<file path="config.mk">
export PLATFORM = sky130hd
export DESIGN_NAME = rv_core
export DESIGN_NICKNAME = d
export VERILOG_FILES = /design/src/design/rv_pkg.sv /design/src/design/rv_core.sv /design/src/design/rv_decode_stage.sv /design/src/design/rv_execute_stage.sv /design/src/design/rv_memory_stage.sv /design/src/design/rv_register_file.sv
export SDC_FILE = /design/constraint.sdc
export NUM_CORES = 2
export LEC_CHECK = 0
export ABC_AREA = 0
export BUFFER_PORTS_ARGS = -buffer_cell sky130_fd_sc_hd__buf_2
export CAP_MARGIN = 5
export CORE_ASPECT_RATIO = 0.6
export CORE_MARGIN = 3
export CORE_UTILIZATION = 40
export DETAILED_ROUTE_END_ITERATION = 10
export GPL_TIMING_DRIVEN = 0
export PLACE_DENSITY_LB_ADDON = 0.1
export SLEW_MARGIN = 15
export SYNTH_ARGS = -nofsm -noshare
export SYNTH_HDL_FRONTEND = slang
export SYNTH_SLANG_ARGS = --single-unit
</file>
<file path="constraint.sdc">
create_clock -name clock -period 122.7 [get_ports clock]
set_input_delay 30.675 -clock clock [delete_from_list [all_inputs] [get_ports clock]]
set_output_delay 30.675 -clock clock [all_outputs]
set_load 0.02 [all_outputs]
</file>
<file path="src/design/rv_pkg.sv">
`default_nettype none

package rv_pkg;

  // data word, address and pc
  typedef logic [31:0] word_t;

  // architectural register number
  typedef logic [4:0] reg_index_t;

  // one bit per byte lane of a bus word
  typedef logic [3:0] byte_sel_t;

  typedef enum logic [3:0] {
    alu_add,
    alu_sub,
    alu_and,
    alu_or,
    alu_xor,
    alu_sll,
    alu_srl,
    alu_sra,
    alu_slt,
    alu_sltu,
    // lui passes the shifted immediate through
    alu_pass_b
  } alu_op_e;

  typedef enum logic [3:0] {
    mem_none,
    mem_lb,
    mem_lh,
    mem_lw,
    mem_lbu,
    mem_lhu,
    mem_sb,
    mem_sh,
    mem_sw
  } mem_op_e;

  // decode to execute slot
  typedef struct packed {
    logic       valid;
    alu_op_e    alu_op;
    word_t      operand_a;
    word_t      operand_b;
    word_t      store_data;
    mem_op_e    mem_op;
    reg_index_t rd;
    logic       writes_rd;
  } decoded_t;

  // execute to memory slot, result is the effective address for loads and stores
  typedef struct packed {
    logic       valid;
    word_t      result;
    word_t      store_data;
    mem_op_e    mem_op;
    reg_index_t rd;
    logic       writes_rd;
  } executed_t;

  // wishbone classic, master to slave
  typedef struct packed {
    logic      cyc;
    logic      stb;
    logic      we;
    word_t     adr;
    word_t     dat;
    byte_sel_t sel;
  } wb_request_t;

  // wishbone classic, slave to master
  typedef struct packed {
    word_t dat;
    logic  ack;
  } wb_response_t;

  typedef struct packed {
    logic       enable;
    reg_index_t index;
    word_t      data;
  } reg_write_t;

endpackage

`default_nettype wire

</file>
<file path="src/design/rv_core.sv">
`default_nettype none

module rv_core #(
  parameter rv_pkg::word_t reset_address = 32'h0000_0000
) (
  input  logic                 clock,
  input  logic                 reset,
  output rv_pkg::word_t        pc,
  input  rv_pkg::word_t        instruction,
  output rv_pkg::wb_request_t  bus_request,
  input  rv_pkg::wb_response_t bus_response,
  output logic                 halted,
  input  rv_pkg::reg_index_t   debug_index,
  output rv_pkg::word_t        debug_value
);
  import rv_pkg::*;

  reg_index_t rs1_index;
  reg_index_t rs2_index;
  word_t      rs1_value;
  word_t      rs2_value;
  decoded_t   decoded;
  executed_t  executed;
  reg_write_t write;
  logic       stall;
  reg_index_t execute_rd;
  logic       execute_writes;
  logic       execute_busy;
  reg_index_t memory_rd;
  logic       memory_writes;
  logic       memory_busy;

  rv_decode_stage #(
    .reset_address(reset_address)
  ) decode_i (
    .clock,
    .reset,
    .pc,
    .instruction,
    .rs1_index,
    .rs2_index,
    .rs1_value,
    .rs2_value,
    .stall,
    .execute_rd,
    .execute_writes,
    .memory_rd,
    .memory_writes,
    .decoded,
    .halted,
    .execute_busy,
    .memory_busy
  );

  rv_execute_stage execute_i (
    .clock,
    .reset,
    .decoded,
    .stall,
    .executed,
    .execute_rd,
    .execute_writes,
    .execute_busy
  );

  // bus master and writeback
  rv_memory_stage memory_i (
    .clock,
    .reset,
    .executed,
    .bus_request,
    .bus_response,
    .stall,
    .write,
    .memory_rd,
    .memory_writes,
    .memory_busy
  );

  rv_register_file register_file_i (
    .clock,
    .reset,
    .rs1_index,
    .rs2_index,
    .rs1_value,
    .rs2_value,
    .write,
    .debug_index,
    .debug_value
  );

endmodule

`default_nettype wire

</file>
<file path="src/design/rv_decode_stage.sv">
`default_nettype none

module rv_decode_stage #(
  parameter rv_pkg::word_t reset_address = 32'h0000_0000
) (
  input  logic               clock,
  input  logic               reset,
  output rv_pkg::word_t      pc,
  input  rv_pkg::word_t      instruction,
  output rv_pkg::reg_index_t rs1_index,
  output rv_pkg::reg_index_t rs2_index,
  input  rv_pkg::word_t      rs1_value,
  input  rv_pkg::word_t      rs2_value,
  input  logic               stall,
  input  rv_pkg::reg_index_t execute_rd,
  input  logic               execute_writes,
  input  rv_pkg::reg_index_t memory_rd,
  input  logic               memory_writes,
  output rv_pkg::decoded_t   decoded,
  output logic               halted,
  input  logic               execute_busy,
  input  logic               memory_busy
);
  import rv_pkg::*;

  localparam logic [6:0] opcode_op     = 7'b0110011;
  localparam logic [6:0] opcode_op_imm = 7'b0010011;
  localparam logic [6:0] opcode_lui    = 7'b0110111;
  localparam logic [6:0] opcode_auipc  = 7'b0010111;
  localparam logic [6:0] opcode_load   = 7'b0000011;
  localparam logic [6:0] opcode_store  = 7'b0100011;
  localparam word_t      ebreak_word   = 32'h0010_0073;

  logic [6:0] opcode;
  logic [2:0] funct3;
  word_t      imm_i;
  word_t      imm_s;
  word_t      imm_u;
  logic       uses_rs1;
  logic       uses_rs2;
  logic       legal;
  logic       is_ebreak;
  logic       hazard;
  logic       issue;
  logic       halt_seen;
  decoded_t   next_decoded;

  // funct3 to alu op, alternate is instruction bit 30 where it matters
  function automatic alu_op_e alu_function(input logic [2:0] f3, input logic alternate);
    case (f3)
      3'b000:  return alternate ? alu_sub : alu_add;
      3'b001:  return alu_sll;
      3'b010:  return alu_slt;
      3'b011:  return alu_sltu;
      3'b100:  return alu_xor;
      3'b101:  return alternate ? alu_sra : alu_srl;
      3'b110:  return alu_or;
      default: return alu_and;
    endcase
  endfunction

  assign opcode    = instruction[6:0];
  assign funct3    = instruction[14:12];
  assign rs1_index = instruction[19:15];
  assign rs2_index = instruction[24:20];
  assign imm_i     = {{20{instruction[31]}}, instruction[31:20]};
  assign imm_s     = {{20{instruction[31]}}, instruction[31:25], instruction[11:7]};
  assign imm_u     = {instruction[31:12], 12'h000};
  assign is_ebreak = instruction == ebreak_word;

  always_comb begin
    next_decoded            = '0;
    next_decoded.alu_op     = alu_add;
    next_decoded.mem_op     = mem_none;
    next_decoded.operand_a  = rs1_value;
    next_decoded.store_data = rs2_value;
    next_decoded.rd         = instruction[11:7];
    uses_rs1                = 1'b0;
    uses_rs2                = 1'b0;
    legal                   = 1'b0;
    case (opcode)
      opcode_op: begin
        legal                  = 1'b1;
        uses_rs1               = 1'b1;
        uses_rs2               = 1'b1;
        next_decoded.operand_b = rs2_value;
        next_decoded.alu_op    = alu_function(funct3, instruction[30]);
        next_decoded.writes_rd = 1'b1;
      end
      opcode_op_imm: begin
        legal                  = 1'b1;
        uses_rs1               = 1'b1;
        next_decoded.operand_b = imm_i;
        // bit 30 is part of the immediate except for srai
        next_decoded.alu_op    = alu_function(funct3, funct3 == 3'b101 && instruction[30]);
        next_decoded.writes_rd = 1'b1;
      end
      opcode_lui: begin
        legal                  = 1'b1;
        next_decoded.operand_b = imm_u;
        next_decoded.alu_op    = alu_pass_b;
        next_decoded.writes_rd = 1'b1;
      end
      opcode_auipc: begin
        legal                  = 1'b1;
        next_decoded.operand_a = pc;
        next_decoded.operand_b = imm_u;
        next_decoded.writes_rd = 1'b1;
      end
      opcode_load: begin
        uses_rs1               = 1'b1;
        next_decoded.operand_b = imm_i;
        next_decoded.writes_rd = 1'b1;
        legal                  = 1'b1;
        case (funct3)
          3'b000:  next_decoded.mem_op = mem_lb;
          3'b001:  next_decoded.mem_op = mem_lh;
          3'b010:  next_decoded.mem_op = mem_lw;
          3'b100:  next_decoded.mem_op = mem_lbu;
          3'b101:  next_decoded.mem_op = mem_lhu;
          default: legal = 1'b0;
        endcase
      end
      opcode_store: begin
        uses_rs1               = 1'b1;
        uses_rs2               = 1'b1;
        next_decoded.operand_b = imm_s;
        legal                  = 1'b1;
        case (funct3)
          3'b000:  next_decoded.mem_op = mem_sb;
          3'b001:  next_decoded.mem_op = mem_sh;
          3'b010:  next_decoded.mem_op = mem_sw;
          default: legal = 1'b0;
        endcase
      end
      default: ;
    endcase
    // writes to x0 are dropped here so they never hold up the interlock
    next_decoded.writes_rd = next_decoded.writes_rd && next_decoded.rd != '0;
    next_decoded.valid     = legal && issue;
  end

  // source still waiting for a result in execute or memory
  assign hazard =
    (uses_rs1 && rs1_index != '0 &&
      ((execute_writes && execute_rd == rs1_index) ||
       (memory_writes && memory_rd == rs1_index))) ||
    (uses_rs2 && rs2_index != '0 &&
      ((execute_writes && execute_rd == rs2_index) ||
       (memory_writes && memory_rd == rs2_index)));

  assign issue = !halt_seen && !hazard;

  always_ff @(posedge clock or posedge reset) begin
    if (reset) begin
      pc        <= reset_address;
      decoded   <= '0;
      halt_seen <= 1'b0;
      halted    <= 1'b0;
    end else begin
      if (!stall) begin
        // a hazard leaves a bubble in the slot and keeps pc
        decoded <= next_decoded;
        if (issue && !is_ebreak) begin
          pc <= pc + 32'd4;
        end
        if (is_ebreak) begin
          halt_seen <= 1'b1;
        end
      end
      // wait for older instructions to drain
      if (halt_seen && !execute_busy && !memory_busy) begin
        halted <= 1'b1;
      end
    end
  end

  store_never_writes_rd: assert property (
    @(posedge clock) disable iff (reset)
    decoded.valid && decoded.mem_op inside {mem_sb, mem_sh, mem_sw} |-> !decoded.writes_rd
  ) else $error("store in execute slot marked as writing rd");

endmodule

`default_nettype wire

</file>
<file path="src/design/rv_execute_stage.sv">
`default_nettype none

module rv_execute_stage (
  input  logic               clock,
  input  logic               reset,
  input  rv_pkg::decoded_t   decoded,
  input  logic               stall,
  output rv_pkg::executed_t  executed,
  output rv_pkg::reg_index_t execute_rd,
  output logic               execute_writes,
  output logic               execute_busy
);
  import rv_pkg::*;

  word_t      operand_a;
  word_t      operand_b;
  logic [4:0] shift_amount;
  word_t      alu_result;
  executed_t  next_executed;

  assign operand_a    = decoded.operand_a;
  assign operand_b    = decoded.operand_b;
  assign shift_amount = operand_b[4:0];

  // loads and stores decode to add, so the sum is the effective address
  always_comb begin
    case (decoded.alu_op)
      alu_add:    alu_result = operand_a + operand_b;
      alu_sub:    alu_result = operand_a - operand_b;
      alu_and:    alu_result = operand_a & operand_b;
      alu_or:     alu_result = operand_a | operand_b;
      alu_xor:    alu_result = operand_a ^ operand_b;
      alu_sll:    alu_result = operand_a << shift_amount;
      alu_srl:    alu_result = operand_a >> shift_amount;
      alu_sra:    alu_result = word_t'($signed(operand_a) >>> shift_amount);
      alu_slt:    alu_result = {31'b0, $signed(operand_a) < $signed(operand_b)};
      alu_sltu:   alu_result = {31'b0, operand_a < operand_b};
      alu_pass_b: alu_result = operand_b;
      default:    alu_result = '0;
    endcase
  end

  always_comb begin
    next_executed.valid      = decoded.valid;
    next_executed.result     = alu_result;
    next_executed.store_data = decoded.store_data;
    next_executed.mem_op     = decoded.mem_op;
    next_executed.rd         = decoded.rd;
    next_executed.writes_rd  = decoded.writes_rd;
  end

  always_ff @(posedge clock or posedge reset) begin
    if (reset) begin
      executed <= '0;
    end else if (!stall) begin
      executed <= next_executed;
    end
  end

  // interlock view of the slot
  assign execute_rd     = decoded.rd;
  assign execute_writes = decoded.valid && decoded.writes_rd;
  assign execute_busy   = decoded.valid;

endmodule

`default_nettype wire

</file>
<file path="src/design/rv_memory_stage.sv">
`default_nettype none

module rv_memory_stage (
  input  logic                 clock,
  input  logic                 reset,
  input  rv_pkg::executed_t    executed,
  output rv_pkg::wb_request_t  bus_request,
  input  rv_pkg::wb_response_t bus_response,
  output logic                 stall,
  output rv_pkg::reg_write_t   write,
  output rv_pkg::reg_index_t   memory_rd,
  output logic                 memory_writes,
  output logic                 memory_busy
);
  import rv_pkg::*;

  logic       is_load;
  logic       is_store;
  logic       access;
  logic [1:0] byte_offset;
  word_t      lane_data;
  word_t      load_value;

  assign is_load = executed.valid &&
    executed.mem_op inside {mem_lb, mem_lh, mem_lw, mem_lbu, mem_lhu};
  assign is_store = executed.valid &&
    executed.mem_op inside {mem_sb, mem_sh, mem_sw};
  assign access      = is_load || is_store;
  assign byte_offset = executed.result[1:0];

  // request comes straight from the slot, which holds while stall is high
  always_comb begin
    bus_request.cyc = access;
    bus_request.stb = access;
    bus_request.we  = is_store;
    bus_request.adr = {executed.result[31:2], 2'b00};
    case (executed.mem_op)
      mem_lb, mem_lbu, mem_sb: begin
        bus_request.sel = byte_sel_t'(4'b0001 << byte_offset);
        bus_request.dat = {4{executed.store_data[7:0]}};
      end
      mem_lh, mem_lhu, mem_sh: begin
        bus_request.sel = byte_offset[1] ? 4'b1100 : 4'b0011;
        bus_request.dat = {2{executed.store_data[15:0]}};
      end
      default: begin
        bus_request.sel = 4'b1111;
        bus_request.dat = executed.store_data;
      end
    endcase
  end

  // addressed byte or halfword moved down to lane 0
  assign lane_data = bus_response.dat >> {byte_offset, 3'b000};

  always_comb begin
    case (executed.mem_op)
      mem_lb:  load_value = {{24{lane_data[7]}}, lane_data[7:0]};
      mem_lbu: load_value = {24'b0, lane_data[7:0]};
      mem_lh:  load_value = {{16{lane_data[15]}}, lane_data[15:0]};
      mem_lhu: load_value = {16'b0, lane_data[15:0]};
      default: load_value = bus_response.dat;
    endcase
  end

  assign stall = access && !bus_response.ack;

  // alu results retire in the slot's cycle, loads on the ack edge
  always_comb begin
    write.enable = executed.valid && executed.writes_rd && (!is_load || bus_response.ack);
    write.index  = executed.rd;
    write.data   = is_load ? load_value : executed.result;
  end

  assign memory_rd     = executed.rd;
  assign memory_writes = executed.valid && executed.writes_rd;
  assign memory_busy   = executed.valid;

  // the slave answers only a strobed cycle
  ack_within_strobe: assert property (
    @(posedge clock) disable iff (reset)
    bus_response.ack |-> bus_request.cyc && bus_request.stb
  ) else $error("wishbone ack without an active cyc and stb");

  request_held_until_ack: assert property (
    @(posedge clock) disable iff (reset)
    bus_request.cyc && !bus_response.ack |=> $stable(bus_request)
  ) else $error("wishbone request changed before ack");

endmodule

`default_nettype wire

</file>
<file path="src/design/rv_register_file.sv">
`default_nettype none

module rv_register_file (
  input  logic               clock,
  input  logic               reset,
  input  rv_pkg::reg_index_t rs1_index,
  input  rv_pkg::reg_index_t rs2_index,
  output rv_pkg::word_t      rs1_value,
  output rv_pkg::word_t      rs2_value,
  input  rv_pkg::reg_write_t write,
  input  rv_pkg::reg_index_t debug_index,
  output rv_pkg::word_t      debug_value
);
  import rv_pkg::*;

  // x0 has no storage
  word_t registers [1:31];

  always_ff @(posedge clock or posedge reset) begin
    if (reset) begin
      for (int i = 1; i < 32; i++) begin
        registers[i] <= '0;
      end
    end else if (write.enable && write.index != '0) begin
      registers[write.index] <= write.data;
    end
  end

  // no write-through, decode reads the new value one cycle after the edge
  always_comb begin
    rs1_value = (rs1_index == '0) ? '0 : registers[rs1_index];
    rs2_value = (rs2_index == '0) ? '0 : registers[rs2_index];
  end

  // debug read-out for the environment
  always_comb begin
    debug_value = (debug_index == '0) ? '0 : registers[debug_index];
  end

endmodule

`default_nettype wire

</file>
==> impl_metrics.env <==
export IMPL_r2r_slack_ns=115.23
export IMPL_synthFlopType="sky130_fd_sc_hd__dfrtp_1"
export IMPL_die_area_mm2=0.200
export IMPL_postSynth_asyncResetShare_pct=100
export IMPL_first_global_vias=67500
export IMPL_post_synth_top_area_cell="sky130_fd_sc_hd__dfrtp_1"
export IMPL_synth_compound_area_share_pct=14.5
export IMPL_cts_tree="built"
export IMPL_timing_hold_worst_start="execute_i.executed[36]"
export IMPL_post_cts_setup_buffer_count=0
export IMPL_fin_crit_sh_pct=54.1
export IMPL_sequential_cell_area_fraction_in_the_yosys_report_pct=38.9
export IMPL_postSynthCellCount=7393
export IMPL_footprint_of_the_multi_input_gates_mm2=0.0442
export IMPL_detailedPlacementHpwl_um=357000
export IMPL_starting_density_of_the_core_pct=40.5
export IMPL_floorplan_die_height_um=348
export IMPL_numPortBuffers=189
export IMPL_final_fill_count=18400
export IMPL_num_rows=124
export IMPL_area_share_of_the_largest_cell_type_after_synthesis_pct=38.9
export IMPL_synthesis_area_per_instance_um2=10.5
export IMPL_worst_setup_path_end_kind="output pin"
export IMPL_yosys_cell_types_count=81
export IMPL_largest_family_of_logic_cells_by_synthesized_area="multiplexers"
export IMPL_worstRegToRegCells=17
export IMPL_finalClockSkew_ns=0.0586
export IMPL_synth_edf_count=0
export IMPL_ctsRootBufferMaster="sky130_fd_sc_hd__clkbuf_16"
export IMPL_postRouteAntennaNets=0
export IMPL_crit_reg2reg_capture="execute_i.executed[42]"
export IMPL_insertion_delay_ns=0.85
export IMPL_fmax_ghz=0.0151
export IMPL_finalCriticalPeriod_ns=66.36
export IMPL_drcViolationCount=0
export IMPL_ys_seq_elements=1210
export IMPL_hold_viol=0
export IMPL_hold_path_cell_cnt=2
export IMPL_sequential_cell_area_mm2=0.0303
export IMPL_parity_gate_share_of_the_synthesized_area_counting_xor_and_xnor_cells_pct=0.844
export IMPL_io_pins=208
export IMPL_grt_total_usage_pct=43.2
export IMPL_cts_max_path_buffers=4
export IMPL_cts_hold_fix_buffers=0
export IMPL_critical_path_arrival_ns=35.69
export IMPL_layout_common_cells="1454 x sky130_fd_sc_hd__nand2_1, 1226 x sky130_fd_sc_hd__o21ai_0, 1210 x sky130_fd_sc_hd__dfrtp_1, 851 x sky130_fd_sc_hd__mux4_2, 520 x sky130_fd_sc_hd__clkbuf_1"
export IMPL_yosys_top_cells_area="sky130_fd_sc_hd__dfrtp_1 39%, sky130_fd_sc_hd__mux4_2 25%, sky130_fd_sc_hd__o21ai_0 8.1%"
export IMPL_area_share_of_fa_ha_maj_cells_after_synthesis_pct=1.71
export IMPL_power_density_mw_per_mm2=11.0
export IMPL_grt_antenna_before_repair=35
export IMPL_syn_cell_area_mm2=0.0778
export IMPL_maxSlewHeadroom_pct=2.58
export IMPL_synthSimpleGateAreaFrac_pct=10.1
export IMPL_largest_net_degree_at_the_start_of_global_routing=107
export IMPL_setup_viol=0
export IMPL_final_layout_size_suffix_gt1_share_pct=22.4
export IMPL_synth_warning_count=0
export IMPL_num_vias=73200
export IMPL_cp_data_required_time_ns=92.03
export IMPL_layout_commonest_cell="sky130_fd_sc_hd__nand2_1"
export IMPL_leakagePower_nw=36.2
export IMPL_layout_nets=7962
export IMPL_irDropWorstVdd_v=0.0000110
export IMPL_die_w_um=575
export IMPL_setup_repair_after_global_routing_missed_its_margin="no"
export IMPL_globalplace_congestion=1.10
export IMPL_cts_buffers=142
export IMPL_worstSetupPathType="in -> out"
export IMPL_holdCritPathClass="reg -> reg"
export IMPL_setup_tns_ns=0
export IMPL_cap_viol_max_count=0
export IMPL_worstPathMaxFanout=10
export IMPL_clock_slew_at_reported_path_ffs_ns=0.06
export IMPL_rr_startpoint="decode_i.decoded[44]"
export IMPL_dr_pass1_iters=6
export IMPL_routed_via_density=6.98
export IMPL_globalRouteOverflowTotal=0
export IMPL_drt_first_iter_violations=12500
export IMPL_placeableCoreArea_mm2=0.192
export IMPL_post_cts_resized_instances=0
export IMPL_routed_wirelength_um=441000
export IMPL_holdPathEnd="execute_i.executed[36]"
export IMPL_multiplexer_share_of_the_synthesized_area_pct=29.3
export IMPL_cts_sink_count=1210
export IMPL_outcome="completed"
export IMPL_placement_cell_area_mm2=0.0832
export IMPL_drt_wirelength_per_cell_um=42.0
export IMPL_slew_viol_final=0
export IMPL_first_pass_grt_wire_length_um=588000
export IMPL_area_delta_synth_final_pct=13.0
export IMPL_cts_htree_levels=4
export IMPL_crit_path_start_kind="input pin"
export IMPL_finish_instance_area_mm2=0.0879
export IMPL_timing_worst_slew_pin_value_ns=1.45
## critical path, cell delays in order
cell	delay, ns
sky130_fd_sc_hd__clkbuf_1	0.56
sky130_fd_sc_hd__clkbuf_1	0.84
sky130_fd_sc_hd__clkbuf_1	1.04
sky130_fd_sc_hd__buf_1	0.99
sky130_fd_sc_hd__mux4_2	0.46
sky130_fd_sc_hd__mux4_2	0.55
sky130_fd_sc_hd__mux2_2	0.33
sky130_fd_sc_hd__buf_2	0.17
## registers in the layout, summed over array words and instances (netlist names)
register                   flops
decode_i.decoded             111
decode_i.halted                1
decode_i.halt_seen             1
decode_i.pc                   30
register_file_i.registers    992
execute_i.executed            75
## synthesized netlist by cell type (all sizes together) (111+ instances only)
library cell     n
dfrtp         1210
mux2i          148
nor2           277
nand2         1454
a22o           111
buf            218
a21oi          252
inv            114
o21ai         1258
mux2           194
mux4           851
clkbuf         550
## power breakdown
part | internal, mW | total, mW | switching (mW) | leakage [nW]
registers | 0.402 | 0.411 | 0.00957 | 16.8
logic | 0.0295 | 0.112 | 0.0823 | 17.1
clock network | 0.257 | 0.448 | 0.191 | 2.26
## stage by stage
step	total power, mW	util (%)	hold WS (ns)	setup slack (ns)	instances
4_1_cts	0.963	45.7	0.470	56.61	10500
2_1_floorplan	0.469	-	0.433	57.93	7396
6_report	0.971	45.8	0.466	56.34	10500
5_1_grt	0.988	45.8	0.486	56.50	10500
3_3_place_gp	0.521	42.7	0.449	42.48	10200
3_5_place_dp	0.524	43.3	0.452	56.62	10200
## cell type report
type	count	area share (%)
timing repair buffer	245	2.09
clock buffer	196	4.65
clock inverter	37	0.581
sequential	1210	34.4
multi-input combinational	5301	50.2
inverter	117	0.508
antenna	30	0.0854
buffer	768	3.73
tap	2583	3.68
## metal layers
| metal | part of all wire [%] | GRT usage [%] |
|---|---|---|
| met1 | 43 | 64.2 |
| met2 | 35 | 50.1 |
| met4 | 3.6 | 13.7 |
| met3 | 18 | 26.1 |
| met5 | 0.11 | 0.281 |
## kinds of logic after synthesis
| kind of cell | count (synthesis) |
|---|---|
| mux | 1193 |
| buf+inv | 885 |
| simple gates | 1952 |
| other cells | 1 |
| flops | 1210 |
| xor+xnor | 75 |
| compound gates | 1972 |
| fa+ha+maj | 105 |
## how the worst max path moves through the flow
stage,end,depth (start not counted),startpoint
2_1_floorplan,decode_i.decoded[0],1,reset
3_3_place_gp,decode_i.pc[22],2,reset
3_5_place_dp,debug_value[26],8,debug_index[1]
4_1_cts,debug_value[26],8,debug_index[1]
5_1_grt,debug_value[26],8,debug_index[1]
6_report,debug_value[26],8,debug_index[1]
Power figures use the tool's default switching activity.
